--- src/wr_path_defs.svh ---
// width and depth constants; WR_PU_ID_W must cover WR_NUM_PU, and queue depths are powers of two
`ifndef WR_PATH_DEFS_SVH
`define WR_PATH_DEFS_SVH

// request address, byte granular
`define WR_ADDR_W 32

// one beat of write data
`define WR_DATA_W 64

// output buffer lanes
`define WR_NUM_PU 2
`define WR_PU_ID_W 1  // log2 of WR_NUM_PU, at least 1

// length field of a macro request, counted in beats
`define WR_SIZE_W 10

// address step between beats, equals WR_DATA_W / 8
`define WR_BEAT_BYTES 8

// queue depths as log2
`define WR_MACRO_Q_LOG 2  // 4 macro requests
`define WR_BEAT_Q_LOG 3   // 8 beats in flight before memory

`endif

--- src/wr_path_pkg.sv ---
// request structs and sequencer state; field widths come from the defs header
`default_nettype none

`include "wr_path_defs.svh"

package wr_path_pkg;

  // one macro write request as held in the macro queue
  typedef struct packed {
    logic [`WR_ADDR_W-1:0]  addr;   // first beat address
    logic [`WR_SIZE_W-1:0]  beats;  // length in beats, zero allowed
    logic [`WR_PU_ID_W-1:0] pu_id;  // source output buffer
  } macro_req_t;

  // one beat request towards memory
  typedef struct packed {
    logic [`WR_ADDR_W-1:0] addr;
    logic [`WR_DATA_W-1:0] data;
  } beat_req_t;

  // sequencer is either waiting for a macro request or splitting one
  typedef enum logic {
    seq_idle,
    seq_active
  } seq_state_e;

endpackage

`default_nettype wire

--- src/fifo_if.sv ---
// one queue's push/pop bundle; push and pop are single-cycle strobes, push only while full is low
`default_nettype none
`timescale 1ns/1ps

interface fifo_if #(
  parameter int WIDTH = 8
);

  logic             push;       // write strobe
  logic [WIDTH-1:0] push_data;
  logic             full;
  logic             pop;        // removes the head at the edge
  logic [WIDTH-1:0] pop_data;   // head item, fall through
  logic             valid;      // head present, inverse of empty
  logic             empty;

  // producer side; empty is visible so the producer can tell when everything has drained
  modport writer (
    output push,
    output push_data,
    input  full,
    input  empty
  );

  // consumer side
  modport reader (
    output pop,
    input  pop_data,
    input  valid,
    input  empty
  );

  // the storage itself
  modport queue (
    input  push,
    input  push_data,
    output full,
    input  pop,
    output pop_data,
    output valid,
    output empty
  );

endinterface

`default_nettype wire

--- src/req_fifo.sv ---
// fall-through queue of 2**LOG_DEPTH entries; push while full is dropped, pop while empty is ignored
`default_nettype none
`timescale 1ns/1ps

module req_fifo #(
  parameter int WIDTH     = 8,
  parameter int LOG_DEPTH = 2
) (
  input logic  clk,
  input logic  rst,
  fifo_if.queue q
);

  localparam int DEPTH = 1 << LOG_DEPTH;

  logic [WIDTH-1:0]     mem [DEPTH];  // entry storage, no reset
  logic [LOG_DEPTH-1:0] wr_ptr;       // next free slot
  logic [LOG_DEPTH-1:0] rd_ptr;       // head slot
  logic [LOG_DEPTH:0]   count;        // one extra bit so full is representable
  logic                 do_push;
  logic                 do_pop;

  assign do_push = q.push && !q.full;   // drop on full
  assign do_pop  = q.pop && !q.empty;   // ignore on empty

  // pointers and occupancy
  always_ff @(posedge clk) begin
    if (rst) begin
      wr_ptr <= '0;
      rd_ptr <= '0;
      count  <= '0;
    end else begin
      if (do_push) wr_ptr <= wr_ptr + 1'b1;  // wraps since depth is a power of two
      if (do_pop) rd_ptr <= rd_ptr + 1'b1;
      case ({do_push, do_pop})
        2'b10:   count <= count + 1'b1;
        2'b01:   count <= count - 1'b1;
        default: count <= count;  // both or neither keeps occupancy
      endcase
    end
  end

  // storage write
  always_ff @(posedge clk) begin
    if (do_push) begin
      mem[wr_ptr] <= q.push_data;
    end
  end

  // status from the count
  assign q.full     = (count == (LOG_DEPTH+1)'(DEPTH));
  assign q.empty    = (count == '0);
  assign q.valid    = !q.empty;
  assign q.pop_data = mem[rd_ptr];  // head shows without a pop, valid one cycle after push

  // the writer must honour full; a push here would be silently lost
  a_no_push_when_full : assert property (
    @(posedge clk) disable iff (rst) q.push |-> !q.full
  ) else $error("req_fifo: push while full, item lost");

endmodule

`default_nettype wire

--- src/burst_sequencer.sv ---
// splits one macro request at a time into beats; a zero-length request only produces wr_done
`default_nettype none
`timescale 1ns/1ps

`include "wr_path_defs.svh"

module burst_sequencer (
  input  logic                             clk,
  input  logic                             rst,
  fifo_if.reader                           macro_q,
  fifo_if.writer                           beat_q,
  input  logic [`WR_NUM_PU-1:0]            outbuf_empty,      // low means that PU's lane is valid
  input  logic [`WR_NUM_PU*`WR_DATA_W-1:0] data_from_outbuf,  // lane i at bits i*64 up
  output logic [`WR_NUM_PU-1:0]            outbuf_pop,        // consumes the lane word at the edge
  output logic                             wr_ready,
  output logic                             wr_done
);

  wr_path_pkg::seq_state_e       state;
  logic [`WR_ADDR_W-1:0]         cur_addr;    // address of the next beat
  logic [`WR_SIZE_W-1:0]         beats_left;  // beats still to issue
  logic [`WR_PU_ID_W-1:0]        cur_pu;      // selected output buffer
  wr_path_pkg::macro_req_t       head;        // macro queue head
  wr_path_pkg::beat_req_t        beat;        // beat being pushed
  logic [`WR_DATA_W-1:0]         lane_data;
  logic                          issue;       // pop one word and push one beat this cycle
  logic [`WR_SIZE_W-1:0]         next_left;
  logic                          finish;      // last beat issued or nothing to issue

  assign head = macro_q.pop_data;

  // lane select for the active PU
  assign lane_data = data_from_outbuf[cur_pu*`WR_DATA_W +: `WR_DATA_W];

  // one beat per cycle when the buffer has a word and the beat queue has room
  assign issue = (state == wr_path_pkg::seq_active) && (beats_left != '0)
              && !outbuf_empty[cur_pu] && !beat_q.full;

  assign next_left = issue ? beats_left - 1'b1 : beats_left;
  assign finish    = (state == wr_path_pkg::seq_active) && (next_left == '0);

  // head is taken only while idle and loaded at the same edge
  assign macro_q.pop = (state == wr_path_pkg::seq_idle) && macro_q.valid;

  always_ff @(posedge clk) begin
    if (rst) begin
      state      <= wr_path_pkg::seq_idle;
      beats_left <= '0;
      cur_pu     <= '0;
    end else begin
      case (state)
        wr_path_pkg::seq_idle: begin
          if (macro_q.valid) begin
            state      <= wr_path_pkg::seq_active;
            beats_left <= head.beats;
            cur_pu     <= head.pu_id;
          end
        end
        wr_path_pkg::seq_active: begin
          beats_left <= next_left;
          if (finish) state <= wr_path_pkg::seq_idle;  // zero length lands here after one cycle
        end
        default: state <= wr_path_pkg::seq_idle;
      endcase
    end
  end

  // beat address is only meaningful while active
  always_ff @(posedge clk) begin
    if (macro_q.pop) begin
      cur_addr <= head.addr;
    end else if (issue) begin
      cur_addr <= cur_addr + `WR_ADDR_W'(`WR_BEAT_BYTES);
    end
  end

  // beat request out
  assign beat.addr      = cur_addr;
  assign beat.data      = lane_data;
  assign beat_q.push    = issue;
  assign beat_q.push_data = beat;

  // pop only the selected lane
  always_comb begin
    outbuf_pop = '0;
    if (issue) outbuf_pop[cur_pu] = 1'b1;
  end

  // nothing queued and nothing in flight
  assign wr_ready = macro_q.empty && beat_q.empty && (state == wr_path_pkg::seq_idle);

  // one cycle after the last beat leaves the sequencer
  always_ff @(posedge clk) begin
    if (rst) begin
      wr_done <= 1'b0;
    end else begin
      wr_done <= finish;
    end
  end

  // buffer pops go to exactly the PU that the current request named
  a_pop_current_pu : assert property (
    @(posedge clk) disable iff (rst) |outbuf_pop |-> $onehot(outbuf_pop) && outbuf_pop[cur_pu]
  ) else $error("burst_sequencer: outbuf_pop not one-hot on the current PU");

  // idle means no words are taken from any buffer
  a_no_pop_idle : assert property (
    @(posedge clk) disable iff (rst) (state == wr_path_pkg::seq_idle) |-> (outbuf_pop == '0)
  ) else $error("burst_sequencer: output buffer popped while idle");

endmodule

`default_nettype wire

--- src/wr_path_top.sv ---
// write path top; keep at most four macro requests outstanding, a wr_req on a full queue is lost
`default_nettype none
`timescale 1ns/1ps

`include "wr_path_defs.svh"

module wr_path_top (
  input  logic                             clk,
  input  logic                             rst,
  // macro requests
  input  logic                             wr_req,
  input  logic [`WR_ADDR_W-1:0]            wr_addr,
  input  logic [`WR_SIZE_W-1:0]            wr_req_size,  // in 8-byte beats
  input  logic [`WR_PU_ID_W-1:0]           wr_pu_id,
  output logic                             wr_ready,
  output logic                             wr_done,
  // output buffers
  input  logic [`WR_NUM_PU-1:0]            outbuf_empty,
  input  logic [`WR_NUM_PU*`WR_DATA_W-1:0] data_from_outbuf,
  output logic [`WR_NUM_PU-1:0]            outbuf_pop,
  // memory request port
  output logic                             req_valid,
  input  logic                             req_grant,
  output logic [`WR_ADDR_W-1:0]            req_addr,
  output logic [`WR_DATA_W-1:0]            req_data
);

  localparam int MACRO_W = $bits(wr_path_pkg::macro_req_t);
  localparam int BEAT_W  = $bits(wr_path_pkg::beat_req_t);

  wr_path_pkg::macro_req_t macro_in;   // packed wr_* inputs
  wr_path_pkg::beat_req_t  beat_head;  // memory side view of the beat queue head

  fifo_if #(.WIDTH(MACRO_W)) macro_q_bus ();
  fifo_if #(.WIDTH(BEAT_W))  beat_q_bus ();

  // request in, dropped when the macro queue is full
  assign macro_in.addr         = wr_addr;
  assign macro_in.beats        = wr_req_size;
  assign macro_in.pu_id        = wr_pu_id;
  assign macro_q_bus.push      = wr_req && !macro_q_bus.full;
  assign macro_q_bus.push_data = macro_in;

  req_fifo #(
    .WIDTH     (MACRO_W),
    .LOG_DEPTH (`WR_MACRO_Q_LOG)
  ) macro_q (
    .clk (clk),
    .rst (rst),
    .q   (macro_q_bus.queue)
  );

  burst_sequencer seq (
    .clk              (clk),
    .rst              (rst),
    .macro_q          (macro_q_bus.reader),
    .beat_q           (beat_q_bus.writer),
    .outbuf_empty     (outbuf_empty),
    .data_from_outbuf (data_from_outbuf),
    .outbuf_pop       (outbuf_pop),
    .wr_ready         (wr_ready),
    .wr_done          (wr_done)
  );

  req_fifo #(
    .WIDTH     (BEAT_W),
    .LOG_DEPTH (`WR_BEAT_Q_LOG)
  ) beat_q (
    .clk (clk),
    .rst (rst),
    .q   (beat_q_bus.queue)
  );

  // memory side; head stays put until granted
  assign beat_head      = beat_q_bus.pop_data;
  assign req_valid      = beat_q_bus.valid;
  assign req_addr       = beat_head.addr;
  assign req_data       = beat_head.data;
  assign beat_q_bus.pop = req_valid && req_grant;  // beat leaves on valid and grant

endmodule

`default_nettype wire

--- config.mk ---
export PLATFORM = sky130hd
export DESIGN_NAME = wr_path_top
export DESIGN_NICKNAME = d
export VERILOG_FILES = /design/src/wr_path_pkg.sv /design/src/fifo_if.sv /design/src/req_fifo.sv /design/src/burst_sequencer.sv /design/src/wr_path_top.sv
export VERILOG_INCLUDE_DIRS = /design/src
export SDC_FILE = /design/constraint.sdc
export NUM_CORES = 1
export LEC_CHECK = 0
export BUFFER_PORTS_ARGS = -buffer_cell sky130_fd_sc_hd__buf_2
export CELL_PAD_IN_SITES_DETAIL_PLACEMENT = 1
export CELL_PAD_IN_SITES_GLOBAL_PLACEMENT = 1
export CORE_MARGIN = 2
export CORE_UTILIZATION = 53
export DETAILED_ROUTE_END_ITERATION = 12
export GPL_ROUTABILITY_DRIVEN = 1
export PLACE_DENSITY_LB_ADDON = 0.1
export SYNTH_ARGS = -nofsm -noshare
export SYNTH_HDL_FRONTEND = slang
export SYNTH_HIERARCHICAL = 1
export SYNTH_SLANG_ARGS = --single-unit
--- constraint.sdc ---
create_clock -name clk -period 17.4 [get_ports clk]
set_input_delay 4.35 -clock clk [delete_from_list [all_inputs] [get_ports clk]]
set_output_delay 4.35 -clock clk [all_outputs]
set_load 0.02 [all_outputs]
* Word-level counts from Yosys, hierarchy flattened *
Memory sizes are Yosys's and may differ from the RTL's. A register that Yosys moved wholly into a read port is not among the register bits.
Cells that the tools add are included.

cells by class
  $lt $le $gt $ge = 2
  reduce and logical (&&, ||, !) cells = 27
  $add $sub $neg = 10
  eq/ne operators = 7
  multiplexer cells = 23
  shift operators = 1
  bitwise operators = 2

operator list
  cell                   count
  $shiftx 128x8->64      1
  $mux 32                2
  $add 32x4->32 const B  1
  $mux 10                2
  $pmux 10 s2            1
  $logic_and 1x1->1      14
  $logic_not 10->1       1
  $reduce_bool 10->1     1
  $sub 10x1->10 const B  1
  $add 3x1->3 const B    3
  $mux 1                 9
  $pmux 4 s2             1
  $mux 2                 3
  $mux 3                 2
  $pmux 3 s2             1
  $reduce_bool 2->1      3
  $logic_not 1->1        5
  $add 2x1->2 const B    2
  $add 4x1->4 const B    1
  $eq 2x1->1 const B     2
  $eq 2x2->1 const B     2
  $eq 4x4->1 const B     1
  $logic_not 4->1        1
  $sub 4x1->4 const B    1
  other kinds (10)       11

word-level totals
  bits in writable memories = 940
  memories = 2
  register bits = 62

memory list
  memory       depth  bits a word  read ports  clocked after Yosys merged registers in  write ports  RTL line        source
  beat_q.mem   8      96           1           1                                        1            req_fifo.sv:16  logic [WIDTH-1:0] mem [DEPTH];
  macro_q.mem  4      43           1           1                                        1            req_fifo.sv:16

* Logic depth before layout (Yosys ltp) *
Gate-level depths: netlist (run 1).

  word-level depth = 10
  depth in mapped cells = 14
  mapped depth without buffers = 13

* Hierarchy *
The synthesis (run 1) kept the hierarchy.

modules (own cells, without submodules)
  module               cells an instance  area each (um2)  seq. area each (um2)  times used
  req_fifo at beat_q   1,187              29,484.5         23,322.4              1
  req_fifo at macro_q  280                6,693.9          5,345.1               1
  burst_sequencer      365                3,462.1          1,221.2               1
  wr_path_top          2                  20.0             0.0                   1

* Worst setup path after synthesis (run 1) *
Ideal clock, no wire load.

  kind = input to register
  start point = in outbuf_empty[1]
  end point = mem beat_q/mem[0][0] (netlist name), enable pin
  slack = 2.355 ns
  arrival = 14.259 ns
  stages on the path = 6
  path through = mux2_2 -> nor3_2 -> nand2_1 -> inv_1 -> nand2_2 -> nor4_1

on the way
  cells in the longest elaborated chain, start to end = 8

RTL lines
  item                                       RTL line               source
  from (decl)                                wr_path_top.sv:18      input logic [`WR_NUM_PU-1:0] outbuf_empty,
  $mux 1 (implied by the code) (2 in a row)  burst_sequencer.sv:37  && !outbuf_empty[cur_pu] && !beat_q.full;
  $logic_not 1->1                            burst_sequencer.sv:37
  $logic_and 1x1->1 (2 in a row)             burst_sequencer.sv:37
  net beat_q_bus.push                        fifo_if.sv:9           logic push;
  $logic_and 1x1->1                          req_fifo.sv:23         assign do_push = q.push && !q.full;
  $mux 1                                     req_fifo.sv:45         if (do_push) begin
  $mux 1 (implied by the code)               req_fifo.sv:46         mem[wr_ptr] <= q.push_data;
  to (decl)                                  req_fifo.sv:16

The timed path passes the listed nets, and every way through them passes these cells. The select of a mux whose other input is x is not followed.

* Final worst setup path (run 1) *
  start point = in outbuf_empty[1]
  end point = out outbuf_pop[1]

on the way
  cells in the longest elaborated chain, start to end = 6

RTL lines
  item                                       RTL line               source
  $mux 1 (implied by the code) (2 in a row)  burst_sequencer.sv:37
  $logic_not 1->1                            burst_sequencer.sv:37
  $logic_and 1x1->1 (2 in a row)             burst_sequencer.sv:37
  $mux 2                                     burst_sequencer.sv:86  if (issue) outbuf_pop[cur_pu] = 1'b1;
  to (decl)                                  wr_path_top.sv:20      output logic [`WR_NUM_PU-1:0] outbuf_pop,

Every way passes these cells. The select of a mux whose other input is x is not followed.

==> results.rst, run 1 <==
.. list-table::
   :header-rows: 1

   * - Metric
     - Value
   * - # port buffers
     - between 200 and 300
   * - Wire length of the first global-routing pass
     - roughly 130000 microns
   * - Total Routed Length
     - around 84000 microns
   * - Synth Cell Area
     - roughly 40000 sq um
   * - Syn Area/Cell
     - roughly 22 sq um
   * - Register bit count reported by yosys
     - roughly 1.0k
   * - Routed wl met3
     - ~4500 microns
   * - Initial DRC count
     - between 1k and 1.5k
   * - Total iterations of the first detailed-routing run
     - 5
   * - Post-Synthesis Cells
     - between 1.5k and 2k
   * - Total of fill cells in the finished design
     - around 6.3k
   * - Post-detailed-route count of antenna-violating nets
     - 0
   * - CTS Buffer Depth
     - 3
   * - Synth area leaders
     - sky130_fd_sc_hd__edfxtp_1, sky130_fd_sc_hd__mux4_2, sky130_fd_sc_hd__mux2_2
   * - Status
     - complete, no violations
   * - Final count of negative-setup-slack endpoints
     - 0
   * - Post-DR wirelength/cell
     - about 26 microns
   * - CTS H-tree depth
     - 3
   * - Category of the critical setup timing path
     - primary input to primary output
   * - CTS clock-pin slew for the worst setup and hold paths
     - roughly 0.07 ns
   * - Insertion delay to the later sink of the worst-skew pair
     - 0.66 ns
   * - Remaining Overflow, GRT
     - 0
   * - Hold-fix buffers, CTS
     - 0
   * - Capturing element type of the critical path
     - primary output
   * - Worst reg-to-reg setup slack
     - 13.02 ns
   * - Fraction of layout cells with a size suffix above 1
     - 0.4020
   * - Die X-Extent
     - 277.6 microns
   * - Clock sink count
     - 1007
   * - Top FF cell, synth
     - sky130_fd_sc_hd__edfxtp_1
   * - Synth area leader
     - sky130_fd_sc_hd__edfxtp_1
   * - Portion of synthesized cell area occupied by the leading cell type
     - 0.7359
   * - Origin of the critical flop-to-flop path
     - beat_q/count[1]
   * - Worst relative slew slack
     - 0.2893
   * - Die extent in y
     - 277.6 microns
   * - Met2 wire length
     - around 43000 microns
   * - Seq/Total Area, Yosys
     - 0.7536
   * - Final total power
     - ~6.5 mW
   * - Antenna violations before repair
     - 5
   * - Combined global-route utilization of all metal layers
     - 0.2224
   * - RSZ-0062 raised after global routing
     - false
   * - Final weighted congestion in routability-driven placement
     - 0.7583
   * - Vias
     - approximately 19k
   * - Synthesized netlist net count
     - 2024
   * - Setup bufs post-CTS
     - 0
   * - Largest clock skew in the final design
     - approximately 0.026 ns
   * - Setup Total Neg Slack
     - 0 ns
   * - Worst hold path class
     - flip-flop to flip-flop
   * - Most used standard cell by instance count after synthesis
     - sky130_fd_sc_hd__edfxtp_1
   * - Pin count of the biggest net entering global routing
     - 152
   * - Element type at the critical path start
     - primary input
   * - Met1 wire length
     - about 35000 microns
   * - Async set-or-reset flop fraction in the synthesized netlist
     - 0
   * - Peak supply drop
     - about 120 uV
   * - Required time of the worst setup path
     - roughly 13 ns
   * - Cts repair resizes
     - 0
   * - Max-slew violation count
     - 0
   * - Count of distinct cell types in the synthesized netlist
     - 66
   * - Most frequent cells after synthesis
     - sky130_fd_sc_hd__edfxtp_1, sky130_fd_sc_hd__mux4_2, sky130_fd_sc_hd__mux2_2, sky130_fd_sc_hd__nand2_1, sky130_fd_sc_hd__nor2_1
   * - Highest net fanout along the worst path
     - 5
   * - Clock tree root driver cell
     - sky130_fd_sc_hd__clkbuf_16
   * - Period utilisation layout
     - 0.5588
   * - Leakage Power
     - 14.56 nW
   * - Half-perimeter wire length of the detailed placement result
     - between 40000 and 50000 microns
   * - Count of pins on the block boundary
     - 278
   * - Critical Path Start
     - outbuf_empty[1]
   * - Highest layer used for signal routing
     - met5
   * - Vias in the first global route
     - slightly above 20k
   * - Effective utilization at floorplan
     - 0.5336
   * - Full die area
     - between 70000 and 80000 sq um
   * - Area of the core
     - approximately 74000 sq um
   * - Final hold violation count
     - 0
   * - Final nets
     - 2347
   * - Number of warnings printed during yosys synthesis
     - 6
   * - Actual slew at the worst max-slew pin
     - between 1 and 1.5 ns
   * - TritonCTS clock tree
     - done
   * - Synthesis-to-layout area growth
     - 14.69%
   * - Hold wc startpoint
     - beat_q/rd_ptr[1]
   * - PD cells
     - about 140 nW/um^2
   * - Final critical delay including setup and external delays
     - about 9.7 ns
   * - Post-DR vias/cell
     - around 5.8
   * - Worst EP arrival
     - approximately 5.4 ns
   * - Fmax
     - ~0.1 GHz
   * - DRC violation count after routing
     - 0
   * - TritonCTS Buffers
     - 101
   * - Number of synthesized flops with an enable pin
     - slightly below 1k
   * - Row count
     - 100
   * - MaxCap Viol Count
     - 0
-- path summary, 6_finish.rpt --
kind | to | cells past startpoint
setup reg to reg | beat_q/mem[6][39] | 9
hold reg to reg | flip-flop | 2
hold / removal | flip-flop | 2
setup / recovery | outbuf_pop[1] | 5
-- metal layers --
| layer | vias to the layer above | track usage |
|---|---|---|
| met5 | - | 0 |
| met4 | 8 | 0.05586 |
| met2 | 421 | 0.3815 |
| met1 | 9906 | 0.2946 |
| li1 | 8237 | - |
| met3 | 114 | 0.04447 |
-- stage by stage --
stage / cell area, sq um / utilization / setup WS, ns / instances / hold WS (ns)
global route: 45490 / 0.6120 / 7.560 / 3213 / 0.5356
global placement: 42050 / 0.5658 / 7.686 / 3023 / 0.4548
detailed placement: 42050 / 0.5658 / 7.692 / 3023 / 0.4744
floorplan: 39660 / - / 2.355 / 1834 / 0.4541
CTS: 45490 / 0.6120 / 7.680 / 3213 / 0.4884
finish: 45490 / 0.6121 / 7.677 / 3214 / 0.4914
-- state kept, by name (all words and copies together) (netlist names), named ones only --
register and flops:
seq/cur_addr 32, macro_q/rd_ptr 2, seq/beats_left 10, macro_q/mem 172, beat_q/wr_ptr 3, beat_q/count 4, seq/state 1, macro_q/wr_ptr 2
beat_q/rd_ptr 3, seq/wr_done 1, macro_q/count 3, beat_q/mem 768, seq/cur_pu 1
-- report_power, final --
| group | total [mW] | internal (mW) | leakage [nW] | switching [mW] |
|---|---|---|---|---|
| Sequential | 3.26 | 3.07 | 9.09 | 0.197 |
| Combinational | 1.01 | 0.406 | 3.80 | 0.608 |
| Clock | 2.23 | 1.32 | 1.66 | 0.915 |
-- cells by family after synthesis --
group,Yosys count,synth area share
muxes,404,0.1813
xor gates and xnor gates,38,0.008392
AOI/OAI and AO/OA,72,0.01095
adders and majority gates,13,0.004290
buffers and inverters,113,0.01596
DFF,1007,0.7536
and+or+nand+nor,187,0.02552
-- placed cells by master, fill, tap and decap left out, drive strengths merged, types with 5 or more instances in the layout --
| cell | instances |
|---|---|
| xor2 | 17 |
| xnor2 | 21 |
| ha | 12 |
| nor2 | 40 |
| nand4 | 8 |
| nor4 | 6 |
| mux4 | 235 |
| mux2 | 164 |
| and3 | 5 |
| and2 | 9 |
| bufinv | 14 |
| dfxtp | 35 |
| edfxtp | 972 |
| nor3 | 16 |
| o21ai | 34 |
| inv | 29 |
| clkinv | 40 |
| nand2 | 58 |
| clkbuf | 121 |
| buf | 309 |
| a21oi | 18 |
| clkinvlp | 10 |
| mux2i | 5 |
| nand3 | 19 |
| or3 | 5 |
-- cell type report --
class                      count  area (sq um)  share of cell area
sequential                  1007         29910              0.6574
multi-input combinational    714          9190              0.2020
clock buffer                 121          2706             0.05950
timing repair buffer         309          1652             0.03631
tap                          969          1212             0.02665
clock inverter                69         729.5             0.01604
inverter                      24         90.09            0.001980
antenna                        1         2.502          0.00005501
-- critical path, cell delays in order --
cell                     delay [ns]
sky130_fd_sc_hd__buf_2         0.10
sky130_fd_sc_hd__mux2_2        0.30
sky130_fd_sc_hd__nor3_2        0.24
sky130_fd_sc_hd__and3_1        0.21
sky130_fd_sc_hd__buf_2         0.17
(Power assumes the default switching activity.)
==> inputs of run 2 (changes only) <==
--- a/config.mk
+++ b/config.mk
@@ -10,7 +10,7 @@
 export CELL_PAD_IN_SITES_DETAIL_PLACEMENT = 1
 export CELL_PAD_IN_SITES_GLOBAL_PLACEMENT = 1
 export CORE_MARGIN = 2
-export CORE_UTILIZATION = 53
+export CORE_UTILIZATION = 48
 export DETAILED_ROUTE_END_ITERATION = 12
 export GPL_ROUTABILITY_DRIVEN = 1
 export PLACE_DENSITY_LB_ADDON = 0.1
==> constraint.sdc (replaced) <==
create_clock -name clk -period 8.8 [get_ports clk]
set_input_delay 2.2 -clock clk [delete_from_list [all_inputs] [get_ports clk]]
set_output_delay 2.2 -clock clk [all_outputs]
set_load 0.02 [all_outputs]
==> results.rst, run 2 (same netlist as run 1, synthesis figures left out) <==
.. list-table::
   :header-rows: 1

   * - Metric
     - Value
   * - Worst relative slew slack
     - 0.2827 (was 0.2893)
   * - Area of the core
     - 81980 sq um (was 74320 sq um)
   * - TritonCTS Buffers
     - 103 (was 101)
   * - Peak supply drop
     - 210.9 uV (was 118.3 uV)
   * - Effective utilization at floorplan
     - 0.4838 (was 0.5336)
   * - Fmax
     - ~0.18 GHz
   * - # port buffers
     - 277 (unchanged)
   * - PD cells
     - 280.4 nW/um^2 (was 143.1 nW/um^2)
   * - Depth of the worst register-to-register path
     - 7 (was 9)
   * - DRC violation count after routing
     - 0 (unchanged)
   * - Clock tree root driver cell
     - sky130_fd_sc_hd__clkbuf_16 (unchanged)
   * - Wire length of the first global-routing pass
     - 127200 microns (was 128700 microns)
   * - Hold-fix buffers, CTS
     - 0 (unchanged)
   * - Total of fill cells in the finished design
     - 7156 (was 6251)
   * - Number of cells traversed by the worst hold path
     - 2 (unchanged)
   * - Combined global-route utilization of all metal layers
     - 0.1980 (was 0.2224)
   * - Commonest non-fill, non-tap cells in the layout
     - sky130_fd_sc_hd__edfxtp_1, sky130_fd_sc_hd__buf_2, sky130_fd_sc_hd__mux4_2, sky130_fd_sc_hd__mux2_2, sky130_fd_sc_hd__clkbuf_16 (unchanged)
   * - Category of the critical setup timing path
     - flip-flop to primary output (was primary input to primary output)
   * - Final nets
     - 2341 (was 2347)
   * - CTS Buffer Depth
     - 3 (unchanged)
   * - Status
     - complete, no violations (unchanged)
   * - Final weighted congestion in routability-driven placement
     - 0.7599 (was 0.7583)
   * - Row count
     - 105 (was 100)
   * - Post-DR vias/cell
     - 5.595 (was 5.814)
   * - Antenna violations before repair
     - 3 (was 5)
   * - Pin count of the biggest net entering global routing
     - 169 (was 152)
   * - Setup bufs post-CTS
     - 0 (unchanged)
   * - Period utilisation layout
     - 0.6347
   * - Worst EP arrival
     - 3.39 ns (was 5.37 ns)
   * - Half-perimeter wire length of the detailed placement result
     - 45330 microns (was 47290 microns)
   * - Area of all sequential standard cells
     - 29910 sq um (unchanged)
   * - Actual slew at the worst max-slew pin
     - 1.076 ns (was 1.066 ns)
   * - Full die area
     - 84940 sq um (was 77030 sq um)
   * - Total iterations of the first detailed-routing run
     - 5 (unchanged)
   * - Reg power frac
     - 0.503 (was 0.501)
   * - Max FFs per register
     - 768 (unchanged)
   * - Initial DRC count
     - 1290 (was 1150)
   * - Clock sink count
     - 1007 (unchanged)
   * - Crit-path max cell delay
     - 0.83 ns (was 0.30 ns)
   * - Area taken by multi-input logic gates
     - 9205 sq um (was 9190 sq um)
   * - Cts repair resizes
     - 0 (unchanged)
   * - Remaining Overflow, GRT
     - 0 (unchanged)
   * - Internal power of the cells
     - 9.374 mW (was 4.790 mW)
   * - Die X-Extent
     - 291.4 microns (was 277.6 microns)
   * - Vias
     - 18.52k (was 18.69k)
   * - Final critical delay including setup and external delays
     - about 5.6 ns
   * - Synthesis-to-layout area growth
     - 15.01% (was 14.69%)
   * - Final count of negative-setup-slack endpoints
     - 0 (unchanged)
   * - Final worst-path setup slack
     - 3.214 ns (was 7.677 ns)
   * - Capturing element type of the critical path
     - primary output (unchanged)
   * - Post-detailed-route count of antenna-violating nets
     - 0 (unchanged)
   * - Required time of the worst setup path
     - 6.60 ns (was 13.05 ns)
   * - Final hold violation count
     - 0 (unchanged)
   * - Power share of the combinational group
     - 0.158 (was 0.156)
   * - Largest clock skew in the final design
     - 0.04234 ns (was 0.02570 ns)
   * - RSZ-0062 raised after global routing
     - false (unchanged)
   * - Max-slew violation count
     - 0 (unchanged)
   * - Worst path slowest cell
     - sky130_fd_sc_hd__buf_4 (was sky130_fd_sc_hd__mux2_2)
   * - Clock group share of total power
     - 0.340 (was 0.343)
   * - Register name with the most flops
     - beat_q/mem (unchanged)
   * - CTS clock-pin slew for the worst setup and hold paths
     - 0.06 ns (was 0.07 ns)
   * - Post-DR wirelength/cell
     - 24.93 microns (was 26.00 microns)
   * - Switching Share
     - 0.2672 (was 0.2642)
   * - Switching pwr
     - 3.418 mW (was 1.720 mW)
   * - Pre-CTS setup slack
     - 3.178 ns (was 7.692 ns)
   * - Fraction of layout cells with a size suffix above 1
     - 0.3935 (was 0.4020)
   * - Total Routed Length
     - 82520 microns (was 83570 microns)
   * - Leakage Power
     - 14.51 nW (was 14.56 nW)
   * - Worst hold path class
     - flip-flop to flip-flop (unchanged)
   * - TritonCTS clock tree
     - done (unchanged)
   * - Cell-by-cell trace of the critical path
     - buf_4 -> mux4_2 -> mux2_2 -> buf_2 (was buf_2 -> mux2_2 -> nor3_2 -> and3_1 -> buf_2)
   * - Insertion delay to the later sink of the worst-skew pair
     - 0.68 ns (was 0.66 ns)
   * - CTS H-tree depth
     - 3 (unchanged)
   * - Commonest non-fill, non-tap cell in the layout
     - sky130_fd_sc_hd__edfxtp_1 (unchanged)
   * - Count of pins on the block boundary
     - 278 (unchanged)
   * - Final total power
     - 12.79 mW (was 6.509 mW)
   * - Vias in the first global route
     - 20.70k (was 20.64k)
   * - MaxCap Viol Count
     - 0 (unchanged)
   * - Die extent in y
     - 291.4 microns (was 277.6 microns)
   * - Element type at the critical path start
     - flip-flop (was primary input)
   * - Registers with the most flip-flops
     - beat_q/mem (768), macro_q/mem (172), seq/cur_addr (32) (unchanged)
   * - Highest net fanout along the worst path
     - 43 (was 5)
[run 2: path summary, 6_finish.rpt]
path                                         from           endpoint  slack [ns]
worst max register to register         seq/cur_pu  beat_q/mem[5][43]        4.97
worst max-delay path                    flip-flop       req_data[12]        3.21
worst min-delay path            macro_q/rd_ptr[1]          flip-flop        0.50
worst min register to register  macro_q/rd_ptr[1]          flip-flop        0.50
[run 2: power groups by stage]
stage	registers, mW	logic (mW)	clock network, mW
CTS	6.44	2.07	4.44
global route	6.49	2.22	4.61
global placement	6.48	2.01	0
detailed placement	6.54	2.05	0
finish	6.43	2.02	4.34
floorplan	6.38	1.46	0
[run 2: layout make-up]
type	instances	share of cell area
well taps	1070	0.02935
repair buffers	301	0.03654
clock inverters	64	0.01575
diodes	1	0.00005486
flip-flops and latches	1007	0.6557
clock buffers	129	0.05887
multi-input cells	714	0.2018
inverters	24	0.001975
[run 2: through the flow]
step / cells / util / cell area, sq um / hold WS [ns] / setup TNS [ns]
after global routing: 3310 / 0.5564 / 45610 / 0.5396 / 0
final: 3310 / 0.5564 / 45610 / 0.4967 / 0
after floorplan: 1834 / - / 39670 / 0.4541 / -436.86
after detailed placement: 3116 / 0.5149 / 42210 / 0.4873 / 0
after CTS: 3309 / 0.5564 / 45610 / 0.4970 / 0
after global placement: 3116 / 0.5149 / 42210 / 0.4682 / 0
[run 2: layer usage]
metal,vias up,wire length (microns),GRT usage
met5,-,0,0
met2,351,42180,0.3428
met1,9841,35580,0.2649
met4,0,1690,0.05129
li1,8212,-,-
met3,115,3074,0.02909
[run 2: worst max-delay path: cells and delay by family, from the launching register on]
family / cells / cell delay (ns)
mux: 2 / 0.91
buf+inv: 2 / 1.00
flops: 1 / 0.78
